<file path="src/verilog/vst_defines.svh">
//////////////////////////////////////////////////////////////////////
// Sizing macros for the vector store unit
// Queue depth is fixed at 4 by the two-bit queue pointer type
// The W beat is always NR_LANES x 8 bytes wide
//////////////////////////////////////////////////////////////////////
`ifndef VST_DEFINES_SVH
`define VST_DEFINES_SVH

// Lanes feeding one 64-bit operand each per beat
`define VST_NR_LANES 4

// In-flight store instructions
`define VST_QUEUE_DEPTH 4

// Vector length field, max vl of 64 elements
`define VST_VL_W 7

// Sequencer instruction id
`define VST_ID_W 3

`endif

</file>
<file path="src/verilog/vst_mem_pkg.sv">
//////////////////////////////////////////////////////////////////////
// Memory write side types of the vector store unit
// W data and strobe are lane-major, lane 0 in the low bits
//////////////////////////////////////////////////////////////////////
`default_nettype none

`include "vst_defines.svh"

package vst_mem_pkg;

  // One lane operand and its byte mask
  typedef logic [63:0] lane_word_t;
  typedef logic [7:0]  lane_strb_t;

  // Full W beat, one lane word set wide
  typedef logic [`VST_NR_LANES*64-1:0] w_data_t;
  typedef logic [`VST_NR_LANES*8-1:0]  w_strb_t;

  // Beats in a burst minus one
  typedef logic [7:0] burst_len_t;

endpackage

`default_nettype wire

</file>
<file path="src/verilog/operand_skid_buffer.sv">
//////////////////////////////////////////////////////////////////////
// One-entry fall-through buffer for a lane operand
// Input sees ready low while a stalled word is held
//////////////////////////////////////////////////////////////////////
`timescale 1ns/1ps
`default_nettype none

module operand_skid_buffer import vst_mem_pkg::*; (
  input  logic       clk_i,
  input  logic       rst_ni,
  // Lane side
  input  lane_word_t data_i,
  input  logic       valid_i,
  output logic       ready_o,
  // Store unit side
  output lane_word_t data_o,
  output logic       valid_o,
  input  logic       ready_i
);

  logic       full_q;
  lane_word_t data_q;

  // Empty buffer passes the lane straight through
  assign ready_o = !full_q;
  assign valid_o = full_q || valid_i;
  assign data_o  = full_q ? data_q : data_i;

  always_ff @(posedge clk_i or negedge rst_ni) begin
    if (!rst_ni) begin
      full_q <= 1'b0;
    end else if (full_q) begin
      // Held word leaves on the consumer handshake
      full_q <= !ready_i;
    end else begin
      full_q <= valid_i && !ready_i;
    end
  end

  // Capture the word when the consumer stalls
  always_ff @(posedge clk_i) begin
    if (!full_q && valid_i && !ready_i) begin
      data_q <= data_i;
    end
  end

  // Offered word stays put until taken
  assert property (@(posedge clk_i) disable iff (!rst_ni)
    valid_o && !ready_i |=> valid_o && $stable(data_o))
    else $error("operand changed while stalled");

endmodule

`default_nettype wire

</file>
<file path="config.mk">
export PLATFORM = sky130hd
export DESIGN_NAME = operand_skid_buffer
export DESIGN_NICKNAME = d
export VERILOG_FILES = /design/src/verilog/vst_mem_pkg.sv /design/src/verilog/operand_skid_buffer.sv
export VERILOG_INCLUDE_DIRS = /design/src /design/src/verilog
export SDC_FILE = /design/constraint.sdc
export NUM_CORES = 1
export LEC_CHECK = 0
export BUFFER_PORTS_ARGS = -buffer_cell sky130_fd_sc_hd__buf_4
export CORE_UTILIZATION = 46
export CTS_CLUSTER_DIAMETER = 150
export DETAILED_ROUTE_END_ITERATION = 6
export GPL_ROUTABILITY_DRIVEN = 0
export PLACE_DENSITY = 0.76
export SYNTH_ARGS = -nofsm -noshare
export SYNTH_HDL_FRONTEND = slang
export SYNTH_SLANG_ARGS = --single-unit
</file>
<file path="constraint.sdc">
create_clock -name clk_i -period 7.46 [get_ports clk_i]
set_clock_uncertainty 0.15 [all_clocks]
set_input_delay 2.238 -clock clk_i [delete_from_list [all_inputs] [get_ports clk_i]]
set_output_delay 2.238 -clock clk_i [all_outputs]
set_load 0.05 [all_outputs]
</file>
[Yosys cells after proc, flatten, opt, wreduce, memory -nomap -nowiden]
Cells that the tools add are included.
Cells by class
  muxes and demuxes: 2
  reductions and logical operators: 6
Operators with widths (count)
  two-way mux 64 bit: 1
  logical AND 1 bit: 3
  zero test 1 bit: 2
  logical OR 1 bit: 1
  two-way mux 1 bit: 1
Word-level totals
  bits of input ports: 68
  flip-flop bits (word level): 65
  logic and storage cells: 10
  output and inout port bits: 66

[Logic depth before layout (Yosys ltp)]
  word-level depth: 3
  mapped depth: 4
  depth with buffers taken out: 1

[Worst setup path after synthesis]
Ideal clock, no wire load.
  kind: input -> register
  from: in ready_i
  to: reg data_q[0], enable pin
  buffers on the path: 0
  path slack: -160 ps
  library setup time: 578 ps
  cell stages on the path: 1
  required time: 6732 ps
  data arrival time: 6892 ps
  cells stage by stage: nor3b_1
Between the ends
  cells in the longest elaborated chain, start to end: 2
RTL lines
  start: declaration: RTL line operand_skid_buffer.sv:18  | input logic ready_i
  zero test 1 bit: RTL line operand_skid_buffer.sv:42  | if (!full_q && valid_i && !ready_i) begin
  logical AND 1 bit: RTL line operand_skid_buffer.sv:42
  end signal: assignment: RTL line operand_skid_buffer.sv:43  | data_q <= data_i;
  end: declaration: RTL line operand_skid_buffer.sv:22  | lane_word_t data_q;
Every way passes these cells.
A chain may end at the register's enable or synchronous reset.

[Worst setup path after layout]
  from: in valid_i
  to: out valid_o
Between the ends
  cells in the longest elaborated chain, start to end: 1
RTL lines
  start: declaration: RTL line operand_skid_buffer.sv:13  | input logic valid_i,
  logical OR 1 bit: RTL line operand_skid_buffer.sv:26  | assign valid_o = full_q || valid_i;
  end: declaration: RTL line operand_skid_buffer.sv:17  | output logic valid_o,
Every way passes these cells.

==> flow_metrics.tcl <==
set metrics [dict create \
    cts_tree "built" \
    wl_met1_um 2190 \
    dp_hpwl_um 4120 \
    fillers 443 \
    worst_slew_pin_slew_ns 0.737 \
    clock_latency_ns 0.32 \
    critPathLaunchType "input port" \
    path_cells "buf_4 -> or2_2 -> buf_4" \
    post-synth-top-area-cell "edfxtp_1" \
    crit_path_end_kind "output port" \
    cp_data_arrival_time_ns 2.81 \
    ys.flop_type "edfxtp_1" \
    setup_violations 0 \
    track_usage 0.175 \
    grt_pass1_vias 1752 \
    cts_setup_buffers 0 \
    grt_first_pass_wirelength_um 8260 \
    syn_area_um2 2820 \
    rows 28 \
    dieArea_um2 6450 \
    fin_area_um2 4060 \
    hold_viol_final 0 \
    cts_buffers 9 \
    wl_met2_um 2920 \
    drive_gt1_frac 0.754 \
    synthArstFlopShare 0.0154 \
    p_leak_nw 1.67 \
    via_per_inst 4.86 \
    crit_start "valid_i" \
    diodes 0 \
    synth.distinct_cells 10 \
    drv_cap 0 \
    final_antenna_net_count 0 \
    h-tree-depth 3 \
    maxSlewViolCount 0 \
    postCtsHoldBufs 0 \
    status "completed" \
    place_inst 344 \
    grt_max_degree 40 \
    drt-total-wl_um 5590 \
    p_total_uw 929 \
    path_buf_inv 2 \
    yosys_warnings 0 \
    synth_area_leaders "edfxtp_1, mux2_2, mux2_4" \
    antenna_found_initial 0 \
    die_w_um 80.3 \
    ir_drop_mv 0.153 \
    fin_nets 348 \
    die_h_um 80.3 \
    min_period_over_period 0.697 \
    min_period_ns 5.20 \
    cts.sinks 65 \
    drc 0 \
    cp_slowest_cell "or2_2" \
    p_per_area_nw_per_um2 229 \
    max_slew_margin 0.509 \
    maxUsedRoutingLayer "met4" \
    clk_pin_slew_ns 0.06 \
    area_delta_synth_final_pct 44.0 \
    synthTopCellsByCount "edfxtp_1, mux2_2, mux2_4, buf_2, buf_6" \
    vias 1750 \
    portBuffers 133 \
    start_util 0.476 \
    path_max_fanout 3 \
    multiInputGateArea_um2 816 \
    cts_root_buf "clkbuf_8" \
    fmax_ghz 0.192 \
    clk_path_buf_depth 2 \
    placed_area_um2 3880 \
    worstHoldStart "full_q" \
    slowest_delay_ns 0.26 \
    rr_startpoint "full_q" \
    first_iter_violations 77 \
    drt_pre_antenna_iters 4 \
    synth-edff-count 64 \
    rsz0062_at_grt "false" \
    wl_met3_um 342 \
    hp-class "reg2reg" \
    gr-total-overflow 0 \
    synthCells 141 \
    synth.net_count 209 \
    drt-wirelength-per-cell_um 15.5 \
    synth.yosys.seq_area_share 0.690 \
    final_cells 360 \
    regArea_um2 1950 \
    yosysMostFrequentCell "edfxtp_1" \
    cp_top_family "buffers and inverters" \
    ys_seq_elements 65 \
    crit_required_ns 5.07 \
    yosysTopAreaCellShare 0.681 \
    path_common_cell "buf_4" \
    finalSetupTns_ns 0 \
    coreArea_um2 5920 \
    postCtsResizedCells 0 \
    crit_type "in2out" \
    syn_area_per_cell_um2 20.0 \
    pin_count 134 \
]
[metal layers]
metal	vias up	global-route usage
met5	-	0
met4	0	0.114
met3	11	0.0420
met2	64	0.290
met1	846	0.202
li1	829	-
[flip-flops by register name (all words and copies together), names as in the netlist]
register	cells
data_q	64
full_q	1
[cell type report]
type,instances,area share
Clock buffer,11,0.0324
Clock inverter,5,0.0114
Inverter,1,0.000925
Multi-Input combinational cell,67,0.201
Sequential cell,65,0.480
Tap cell,75,0.0231
Timing Repair Buffer,136,0.251
[cell families after synthesis]
group           after synthesis  synth area share
compound gates                1           0.00355
flops                        65             0.690
mux                          64             0.277
buf+inv                       9            0.0244
simple gates                  2           0.00488
[final timing paths]
kind                         endpoint  slack (ns)  cells past startpoint
max in group asynchronous      full_q        5.54                      1
min reg2reg                    full_q        1.26                      2
min in group asynchronous      full_q        1.53                      1
min                            full_q        1.26                      2
max                           valid_o        2.26                      3
max reg2reg                data_q[18]        5.18                      3
[power by group]
part           internal (mW)  switching (mW)
clock                  0.151           0.118
sequential             0.418         0.00777
combinational         0.0915           0.143
total                  0.660           0.269
[tightest hold or removal path, cell delays in order (launching register included)]
cell and delay (ns):
dfrtp_2 0.67, buf_4 0.42, o21ba_2 0.27
[per-stage QoR]
step                      worst slack, ns   util  hold slack, ns
after floorplan                      2.11      -           0.716
after global placement               2.27  0.656            1.29
after detailed placement             2.26  0.656            1.28
after CTS                            2.26  0.686            1.29
after global routing                 2.26  0.686            1.34
final                                2.26  0.686            1.26
[cells in the final DEF, fill, tap and decap left out]
| master | n |
|---|---|
| buf_4 | 136 |
| bufinv_16 | 1 |
| clkbuf_1 | 2 |
| clkbuf_8 | 9 |
| clkinv_1 | 3 |
| clkinv_2 | 1 |
| dfrtp_2 | 1 |
| edfxtp_1 | 64 |
| inv_1 | 1 |
| mux2_2 | 48 |
| mux2_4 | 16 |
| nor3b_4 | 1 |
| o21ba_2 | 1 |
| or2_2 | 1 |
No activity file was read; power rests on OpenSTA's default activity.
