[src/verilog/vst_defines.svh]
//////////////////////////////////////////////////////////////////////
// Sizing macros for the vector store unit
// Queue depth is fixed at 4 by the two-bit queue pointer type
// The W beat is always NR_LANES x 8 bytes wide
//////////////////////////////////////////////////////////////////////
`ifndef VST_DEFINES_SVH
`define VST_DEFINES_SVH

// Lanes feeding one 64-bit operand each per beat
`define VST_NR_LANES 4

// In-flight store instructions
`define VST_QUEUE_DEPTH 4

// Vector length field, max vl of 64 elements
`define VST_VL_W 7

// Sequencer instruction id
`define VST_ID_W 3

`endif

[src/verilog/vst_insn_pkg.sv]
//////////////////////////////////////////////////////////////////////
// Instruction-side types of the vector store unit
// Element width encodes bytes per element as a power of two
//////////////////////////////////////////////////////////////////////
`default_nettype none

`include "vst_defines.svh"

package vst_insn_pkg;

  // Id handed back to the sequencer on completion
  typedef logic [`VST_ID_W-1:0] insn_id_t;

  // Vector length in elements
  typedef logic [`VST_VL_W-1:0] vl_t;

  // Remaining bytes, up to vl x 8
  typedef logic [`VST_VL_W+2:0] byte_cnt_t;

  // Bytes per element is 1 << value
  typedef enum logic [1:0] {
    EW8  = 2'd0,
    EW16 = 2'd1,
    EW32 = 2'd2,
    EW64 = 2'd3
  } elem_width_e;

  // Queue index and occupancy
  typedef logic [1:0] queue_ptr_t;
  typedef logic [2:0] queue_cnt_t;

endpackage

`default_nettype wire

[src/verilog/vst_insn_queue.sv]
//////////////////////////////////////////////////////////////////////
// Store instruction queue with accept, issue and commit phases
// Each store gets exactly one B response, B errors are ignored
//////////////////////////////////////////////////////////////////////
`timescale 1ns/1ps
`default_nettype none

`include "vst_defines.svh"

module vst_insn_queue import vst_insn_pkg::*; (
  input  logic        clk_i,
  input  logic        rst_ni,
  // Sequencer request
  input  logic        req_valid_i,
  output logic        req_ready_o,
  input  insn_id_t    req_id_i,
  input  vl_t         req_vl_i,
  input  elem_width_e req_ew_i,
  input  logic        req_vm_i,
  // Issue side, towards the beat packer
  output logic        issue_valid_o,
  output vl_t         issue_vl_o,
  output elem_width_e issue_ew_o,
  output logic        issue_vm_o,
  input  logic        issue_done_i,
  // Commit side
  input  logic        b_valid_i,
  output logic        b_ready_o,
  output logic        store_complete_o,
  output logic        done_valid_o,
  output insn_id_t    done_id_o,
  output logic        store_pending_o
);

  localparam int unsigned QDepth = `VST_QUEUE_DEPTH;

  // Instruction storage
  insn_id_t    id_q [QDepth];
  vl_t         vl_q [QDepth];
  elem_width_e ew_q [QDepth];
  logic        vm_q [QDepth];

  // One pointer per phase
  queue_ptr_t accept_pnt_q;
  queue_ptr_t issue_pnt_q;
  queue_ptr_t commit_pnt_q;

  // Instructions still to issue, and all not yet committed
  queue_cnt_t issue_cnt_q;
  queue_cnt_t commit_cnt_q;

  logic     accept;
  logic     b_fire;
  logic     done_valid_q;
  insn_id_t done_id_q;

  assign req_ready_o = (commit_cnt_q != queue_cnt_t'(QDepth));
  assign accept      = req_valid_i && req_ready_o;

  // Oldest instruction not fully issued
  assign issue_valid_o = (issue_cnt_q != '0);
  assign issue_vl_o    = vl_q[issue_pnt_q];
  assign issue_ew_o    = ew_q[issue_pnt_q];
  assign issue_vm_o    = vm_q[issue_pnt_q];

  // Commit only what has finished issuing
  assign b_ready_o        = (commit_cnt_q != issue_cnt_q);
  assign b_fire           = b_valid_i && b_ready_o;
  assign store_complete_o = b_fire;
  assign store_pending_o  = (commit_cnt_q != '0);

  assign done_valid_o = done_valid_q;
  assign done_id_o    = done_id_q;

  always_ff @(posedge clk_i) begin
    if (accept) begin
      id_q[accept_pnt_q] <= req_id_i;
      vl_q[accept_pnt_q] <= req_vl_i;
      ew_q[accept_pnt_q] <= req_ew_i;
      vm_q[accept_pnt_q] <= req_vm_i;
    end
  end

  ///////////////////////////////////////////////////////////////////////
  // Pointers and counters

  always_ff @(posedge clk_i or negedge rst_ni) begin
    if (!rst_ni) begin
      accept_pnt_q <= '0;
      issue_pnt_q  <= '0;
      commit_pnt_q <= '0;
      issue_cnt_q  <= '0;
      commit_cnt_q <= '0;
      done_valid_q <= 1'b0;
    end else begin
      // Pointers wrap with the two-bit index
      if (accept) begin
        accept_pnt_q <= accept_pnt_q + 1'b1;
      end
      if (issue_done_i) begin
        issue_pnt_q <= issue_pnt_q + 1'b1;
      end
      if (b_fire) begin
        commit_pnt_q <= commit_pnt_q + 1'b1;
      end
      issue_cnt_q  <= issue_cnt_q + queue_cnt_t'(accept) - queue_cnt_t'(issue_done_i);
      commit_cnt_q <= commit_cnt_q + queue_cnt_t'(accept) - queue_cnt_t'(b_fire);
      // Done goes out one cycle after the B handshake
      done_valid_q <= b_fire;
    end
  end

  always_ff @(posedge clk_i) begin
    if (b_fire) begin
      done_id_q <= id_q[commit_pnt_q];
    end
  end

  // Accepted entry is visible next cycle and stays within depth
  assert property (@(posedge clk_i) disable iff (!rst_ni)
    accept |=> (commit_cnt_q != '0) && (commit_cnt_q <= queue_cnt_t'(QDepth)))
    else $error("request accepted into a full queue");

  // B consumes only instructions past the issue phase
  assert property (@(posedge clk_i) disable iff (!rst_ni)
    b_fire |-> (commit_cnt_q > issue_cnt_q))
    else $error("B response with nothing awaiting commit");

endmodule

`default_nettype wire

[config.mk]
export PLATFORM = sky130hd
export DESIGN_NAME = vst_insn_queue
export DESIGN_NICKNAME = d
export VERILOG_FILES = /design/src/verilog/vst_insn_pkg.sv /design/src/verilog/vst_insn_queue.sv
export VERILOG_INCLUDE_DIRS = /design/src /design/src/verilog
export SDC_FILE = /design/constraint.sdc
export NUM_CORES = 1
export LEC_CHECK = 0
export BUFFER_PORTS_ARGS = -buffer_cell sky130_fd_sc_hd__buf_2
export CAP_MARGIN = 10
export CORE_UTILIZATION = 40
export CTS_CLUSTER_SIZE = 20
export DETAILED_ROUTE_END_ITERATION = 12
export GPL_TIMING_DRIVEN = 0
export PLACE_DENSITY_LB_ADDON = 0.12
export SKIP_LAST_GASP = 1
export SYNTH_ARGS = -nofsm -noshare
export SYNTH_HDL_FRONTEND = slang
export SYNTH_SLANG_ARGS = --single-unit
[constraint.sdc]
create_clock -name clk_i -period 3.2 [get_ports clk_i]
set_clock_uncertainty 0.1 [all_clocks]
set_input_delay 0.64 -clock clk_i [delete_from_list [all_inputs] [get_ports clk_i]]
set_output_delay 0.64 -clock clk_i [all_outputs]
set_load 0.03 [all_outputs]
[Word level (Yosys, flattened, before mapping)]
Memory sizes are Yosys's and may differ from the RTL's. A register that Yosys moved wholly into a read port is not among the register bits.
Cells that the tools add are included.
Storage, ports and cells
  output and inout port bits: 19
  RAM bits: 52
  memories: 4
  register bits: 13
  input bits: 18
Memory list
  vl_q: depth 4, bits a word 7, read ports 1, clocked after Yosys merged registers in 0, write ports 1, RTL line vst_insn_queue.sv:39  | vl_t vl_q [QDepth];
  id_q: depth 4, bits a word 3, read ports 1, clocked after Yosys merged registers in 1, write ports 1, RTL line vst_insn_queue.sv:38  | insn_id_t id_q [QDepth];
  ew_q: depth 4, bits a word 2, read ports 1, clocked after Yosys merged registers in 0, write ports 1, RTL line vst_insn_queue.sv:40  | elem_width_e ew_q [QDepth];
  vm_q: depth 4, bits a word 1, read ports 1, clocked after Yosys merged registers in 0, write ports 1, RTL line vst_insn_queue.sv:41  | logic vm_q [QDepth];
Cells by class
  reduce and logical (&&, ||, !) cells: 4
  muxes and demuxes: 2
  add/subtract/negate cells: 7
  equal/unequal tests: 2
Operator list (count)
  adder 2 x 1 -> 2 bit, second input constant: 3
  adder 3 x 1 -> 3 bit: 2
  nonzero test 3 bit: 2
  subtractor 3 x 1 -> 3 bit: 2
  inequality test 3 bit: 1
  inequality test 3 bit, second input constant: 1
  logical AND 1 bit: 2
  2-to-1 mux 1 bit: 2

[Longest topological paths before layout]
Gate-level depths: netlist (run 1).
  depth after elaboration: 4
  depth in mapped cells: 9
  depth with buffers taken out: 9

[Worst setup path after synthesis (run 1)]
No wires, ideal clock.
  path type: input -> register
  start: input port b_valid_i
  end: register commit_cnt_q[2]
  path slack: 0.406 ns
  library setup time: 0.123 ns
  buffers on the path: 0
  required time: 2.977 ns
  data arrival time: 2.571 ns
  stages: 8
  cell sequence: inv_1 -> a31oi_1 -> ha_1 -> inv_1 -> ha_1 -> fa_1 -> xnor2_1 -> xnor2_1
On the way
  cells in the longest elaborated chain, start to end: 2
Ends and longest elaborated chain
  from (decl): RTL line vst_insn_queue.sv:27  | input logic b_valid_i,
  logical AND 1 bit: RTL line vst_insn_queue.sv:68  | assign b_fire = b_valid_i && b_ready_o;
  via store_complete_o: RTL line vst_insn_queue.sv:29  | output logic store_complete_o,
  subtractor 3 x 1 -> 3 bit: RTL line vst_insn_queue.sv:107  | commit_cnt_q <= commit_cnt_q + queue_cnt_t'(accept) - queue_cnt_t'(b_fire);
  to (signal assigned): RTL line vst_insn_queue.sv:107
  to (decl): RTL line vst_insn_queue.sv:50  | queue_cnt_t commit_cnt_q;
The timed path passes the listed nets, and every way through them passes these cells.
A chain may end at the register's enable or synchronous reset.

[Worst setup path after layout (run 1)]
  start: register commit_cnt_q[2]
  end: output port store_complete_o
On the way
  cells in the longest elaborated chain, start to end: 2
Ends and longest elaborated chain
  inequality test 3 bit: RTL line vst_insn_queue.sv:67  | assign b_ready_o = (commit_cnt_q != issue_cnt_q);
  logical AND 1 bit: RTL line vst_insn_queue.sv:68
  to (decl): RTL line vst_insn_queue.sv:29
Every way passes these cells.

==> impl_metrics.json, run 1 <==
{
  "drtIter0Drc": 64,
  "synthToLayoutAreaGrowth_pct": 17.0,
  "clk_path_buf_depth": 2,
  "rrSetupSlack_ns": 0.51,
  "port_buffers": 36,
  "fin_area_sq_mm": 0.00312,
  "grt_pass1_vias": 1411,
  "antenna_found_initial": 0,
  "place_area_sq_mm": 0.00295,
  "synth_cell_types": 19,
  "place.gp.congestion": 0.695,
  "min_period_ns": 2.74,
  "worst_pin_slew_ns": 0.880,
  "slew_viol_final": 0,
  "gr-total-overflow": 0,
  "drt-total-wl_um": 4360,
  "postCtsHoldBufs": 0,
  "clock_sinks": 68,
  "viasPerCell": 4.95,
  "cts_tree": "yes",
  "final_cell_mix": "edfxtp_1 (55), buf_2 (37), mux4_2 (13), dfrtp_1 (13), inv_1 (10)",
  "layout_commonest_cell": "edfxtp_1",
  "die_y_um": 83.7,
  "place_ws_ns": 0.441,
  "postLayoutCoreUtil": 0.489,
  "drv_cap": 0,
  "wl_per_cell_um": 16.8,
  "peakVddDrop_mv": 0.428,
  "cp-start-kind": "register",
  "syn-num-nets": 158,
  "drive_above_1_share": 0.379,
  "fin_tns_setup_ns": 0,
  "final_nets": 205,
  "htree_num_levels": 3,
  "dieArea_sq_mm": 0.00700,
  "syn_area_per_cell_sq_um": 20.5,
  "track_usage": 0.138,
  "first_pass_iters": 4,
  "netlist_instances": 130,
  "max-slew-margin-rel": 0.411,
  "yosysWarnings": 0,
  "ant_nets": 0,
  "fill_cells": 557,
  "num_vias": 1283,
  "cts_root_buffer": "clkbuf_8",
  "rows": 29,
  "dp_hpwl_um": 2940,
  "synth_area_sq_mm": 0.00267,
  "ys_ff_latch": 68,
  "ys_seq_area_frac": 0.741,
  "power.density_mw_per_mm2": 1020,
  "report.final.setup_viol": 0,
  "numCtsBuffers": 9,
  "reg2regPathDepth": 8,
  "leakagePower_nw": 1.18,
  "fmax_mhz": 366,
  "status": "finished, final reports clean",
  "final.setup.worst_slack_ns": 0.464,
  "die_w_um": 83.7,
  "synth-edff-count": 55,
  "crit_path_max_fanout": 7,
  "period_share": 0.855,
  "r2r_start": "commit_cnt_q[2]$_DFF_PN0_",
  "n_antenna_cell": 0,
  "cts_setup_buffers": 0,
  "cp.required_ns": 2.46,
  "holdCritPathClass": "input port to asynchronous set/reset pin",
  "pin_count": 37,
  "insertion_delay_ns": 0.32,
  "grt_pass1_wl_um": 6980,
  "rsz0062_at_grt": "false",
  "synth_ff_type": "edfxtp_1",
  "drcViolationCount": 0,
  "grt_max_degree": 14,
  "async_reset_ff_frac": 0.191,
  "total_power_mw": 3.17,
  "path_clk_slew_ns": 0.06,
  "crit_arrival_ns": 2.00,
  "cp-end-kind": "primary output",
  "cp-startpoint": "commit_cnt_q[2]$_DFF_PN0_",
  "worstSetupPathType": "register to primary output",
  "core_sq_mm": 0.00639,
  "initial_core_util": 0.418,
  "finalHoldViolations": 0,
  "cts_resized": 0
}
cell type report:
cell class / instances / area (sq um) / area share
Clock buffer: 12 / 135 / 0.0433
Sequential cell: 68 / 1980 / 0.633
Buffer: 3 / 12.5 / 0.00401
Tap cell: 77 / 96.3 / 0.0308
Inverter: 10 / 37.5 / 0.0120
Multi-Input combinational cell: 49 / 642 / 0.206
Clock inverter: 4 / 42.5 / 0.0136
Timing Repair Buffer: 36 / 180 / 0.0577
critical path: stages, from the launching register on:
cell and delay (ns):
dfrtp_1 0.43, xnor2_1 0.18, a31oi_1 0.73, buf_2 0.33
power by group:
part | switching (mW) | leakage [nW] | total, mW | internal, mW
sequential | 0.116 | 0.657 | 1.34 | 1.23
combinational | 0.720 | 0.432 | 1.20 | 0.476
clock | 0.280 | 0.0894 | 0.634 | 0.354
Yosys cell counts, types with 2 or more instances:
| cell type | number | share of area |
|---|---|---|
| edfxtp_1 | 55 | 0.62 |
| dfrtp_1 | 13 | 0.12 |
| mux4_2 | 13 | 0.11 |
| inv_1 | 10 | 0.014 |
| xnor2_1 | 9 | 0.030 |
| ha_1 | 8 | 0.038 |
| and3_2 | 4 | 0.011 |
| xor2_1 | 3 | 0.0098 |
| a31oi_1 | 2 | 0.0047 |
| clkbuf_1 | 2 | 0.0028 |
| fa_1 | 2 | 0.015 |
| nand2_1 | 2 | 0.0028 |
cell families (layout without fill, tap and decap cells):
| logic type | count (synthesis) | count (layout) | share of synthesized area |
|---|---|---|---|
| AOI/OAI and AO/OA | 2 | 2 | 0.00469 |
| xor gates and xnor gates | 12 | 12 | 0.0394 |
| adders and majority gates | 10 | 10 | 0.0525 |
| buffers and inverters | 13 | 65 | 0.0188 |
| DFF | 68 | 68 | 0.741 |
| muxes | 14 | 14 | 0.115 |
| and+or+nand+nor | 11 | 11 | 0.0286 |
path summary, 6_finish.rpt:
check / to
min in group clk_i: vl_q[2][1]$_DFFE_PP_
hold reg to reg: issue_cnt_q[0]$_DFF_PN0_
max in group asynchronous: issue_pnt_q[1]$_DFFE_PN0P_
hold / removal: commit_cnt_q[0]$_DFF_PN0_
setup / recovery: store_complete_o
setup reg to reg: commit_cnt_q[2]$_DFF_PN0_
routing by layer:
layer	track usage	vias to the layer above	routed length, um
met2	0.222	30	2250
li1	-	590	-
met3	0.0386	7	184
met1	0.166	656	1860
met4	0.0786	0	61
met5	0	-	0
registers in the layout, summed over array words and instances (netlist names), 3 cells and up:
register	cells
commit_cnt_q	3
done_id_o	3
ew_q	8
id_q	12
issue_cnt_q	3
vl_q	28
vm_q	4
stage by stage:
step | hold WS [ns] | cells
2_1_floorplan | 0.244 | 130
3_3_place_gp | 0.432 | 243
3_5_place_dp | 0.449 | 243
4_1_cts | 0.0882 | 259
5_1_grt | 0.0994 | 259
6_report | 0.0945 | 259
Note: power is estimated with default switching activity, not from simulation.
==> inputs of run 2 (changes only) <==
==> constraint.sdc (replaced) <==
create_clock -name clk_i -period 2.5 [get_ports clk_i]
set_clock_uncertainty 0.1 [all_clocks]
set_input_delay 0.5 -clock clk_i [delete_from_list [all_inputs] [get_ports clk_i]]
set_output_delay 0.5 -clock clk_i [all_outputs]
set_load 0.03 [all_outputs]
==> impl_metrics.json, run 2 (synthesis results as in run 1) <==
{
  "status": "finished, final reports clean",
  "drcViolationCount": 0,
  "antenna_found_initial": 0,
  "first_pass_iters": 4,
  "synthToLayoutAreaGrowth_pct": 20.3,
  "path_cells": "or3b_4 > and2_4 > inv_1 > ha_1 > inv_1 > ha_1 > fa_1 > xnor2_1 > xnor2_1",
  "crit_arrival_ns": 2.58,
  "grt_pass1_vias": 1415,
  "cp_slowest_stage_delay_ns": 0.46,
  "worst_pin_slew_ns": 0.391,
  "final.setup.worst_slack_ns": 0.0774,
  "fmax_mhz": 413,
  "cts_tree": "yes",
  "port_buffers": 36,
  "whs_ns": 0.278,
  "cts_root_buffer": "clkbuf_8",
  "numCtsBuffers": 9,
  "dieArea_sq_mm": 0.00700,
  "worst-path-buf-inv": 2,
  "leakagePower_nw": 1.22,
  "ant_nets": 0,
  "finalHoldViolations": 0,
  "fill_cells": 545,
  "min_period_ns": 2.42,
  "fin_tns_setup_ns": 0,
  "place_inst": 243,
  "cp-start-kind": "register",
  "viasPerCell": 4.98,
  "layout_commonest_cell": "edfxtp_1",
  "drive_above_1_share": 0.432,
  "period_share": 0.969,
  "final_nets": 206,
  "worst_path_dominant_cell_family": "adder cells",
  "drv_cap": 0,
  "place_ws_ns": 0.0142,
  "postLayoutCoreUtil": 0.503,
  "num_vias": 1295,
  "n_antenna_cell": 0,
  "worstSetupPathType": "register to register",
  "crit_path_max_fanout": 6,
  "rsz0062_at_grt": "true",
  "htree_num_levels": 3,
  "regMostFlops": "vl_q",
  "power.density_mw_per_mm2": 1330,
  "insertion_delay_ns": 0.33,
  "slew_viol_final": 0,
  "cp-end-kind": "register",
  "place.gp.congestion": 0.750,
  "pin_count": 37,
  "wl_per_cell_um": 16.8,
  "cp.required_ns": 2.66,
  "path_clk_slew_ns": 0.07,
  "holdCritPathClass": "input port to register",
  "track_usage": 0.145,
  "die_w_um": 83.7,
  "final_cell_mix": "edfxtp_1 (55), buf_2 (36), mux4_2 (13), dfrtp_1 (13), inv_1 (10)",
  "grt_pass1_wl_um": 7250,
  "rows": 29,
  "initial_core_util": 0.418,
  "critPathSlowestCell": "dfrtp_1",
  "max-slew-margin-rel": 0.739,
  "peakVddDrop_mv": 0.544,
  "drtIter0Drc": 89,
  "largest_register_ffs": 28,
  "die_y_um": 83.7,
  "dp_hpwl_um": 2850,
  "clock_sinks": 68,
  "reg_top3": "vl_q: 28 flops, id_q: 12 flops, ew_q: 8 flops",
  "clk_path_buf_depth": 2,
  "grt_max_degree": 14,
  "drt-total-wl_um": 4360,
  "fin_cells": 260,
  "report.final.setup_viol": 0,
  "core_sq_mm": 0.00639,
  "gr-total-overflow": 0
}
run 2: changes by cell type in the layout (fill, tap and decap cells not counted), moves of 2 or more:
| cell | change |
|---|---|
| clkbuf_1 | -4 |
| clkinv_1 | -2 |
| clkinv_2 | +2 |
| xnor2_1 | -3 |
| xnor2_2 | +3 |
run 2: final cells by class:
cell class | instances | area (sq um) | area share
Inverter | 10 | 37.5 | 0.0117
Timing Repair Buffer | 37 | 190 | 0.0592
Multi-Input combinational cell | 49 | 679 | 0.212
Clock buffer | 9 | 124 | 0.0386
Buffer | 3 | 16.3 | 0.00506
Clock inverter | 7 | 91.3 | 0.0284
Sequential cell | 68 | 1980 | 0.616
Tap cell | 77 | 96.3 | 0.0300
run 2: worst paths after layout:
check | to | slack (ns) | cells past startpoint | start
max | commit_cnt_q[2]$_DFF_PN0_ | 0.08 | 9 | commit_cnt_q[2]$_DFF_PN0_
min | ew_q[3][1]$_DFFE_PP_ | 0.28 | 1 | req_ew_i[1]
max reg2reg | commit_cnt_q[2]$_DFF_PN0_ | 0.08 | 9 | commit_cnt_q[2]$_DFF_PN0_
min reg2reg | accept_pnt_q[1]$_DFFE_PN0P_ | 0.48 | 1 | accept_pnt_q[1]$_DFFE_PN0P_
max in group asynchronous | done_valid_o$_DFF_PN0_ | 1.60 | 2 | rst_ni
min in group asynchronous | commit_cnt_q[2]$_DFF_PN0_ | 0.47 | 2 | rst_ni
run 2: repair_timing:
item / in CTS / in global routing
hold buffers: 1 / 0
setup endpoints to repair: 2 / 9
gates resized for setup: 2 / 5
setup buffers: 0 / 0
hold endpoints to repair: 13 / 0
cloned: 0 / 0
run 2: layer usage:
metal | track usage | up-vias | part of all wire
li1 | - | 592 | -
met1 | 0.179 | 662 | 0.42
met2 | 0.223 | 30 | 0.51
met3 | 0.0406 | 11 | 0.046
met4 | 0.0955 | 0 | 0.022
met5 | 0 | - | 0
run 2: through the flow:
| step | area (sq um) | power [mW] |
|---|---|---|
| 2_1_floorplan | 2680 | 2.89 |
| 3_3_place_gp | 2950 | 3.25 |
| 3_5_place_dp | 2950 | 3.31 |
| 4_1_cts | 3190 | 4.31 |
| 5_1_grt | 3210 | 4.53 |
| 6_report | 3210 | 4.28 |
run 2: report_power, final:
part	switching [mW]	leakage [nW]	internal, mW
Sequential	0.161	0.657	1.57
Combinational	0.949	0.459	0.652
Clock	0.394	0.109	0.557
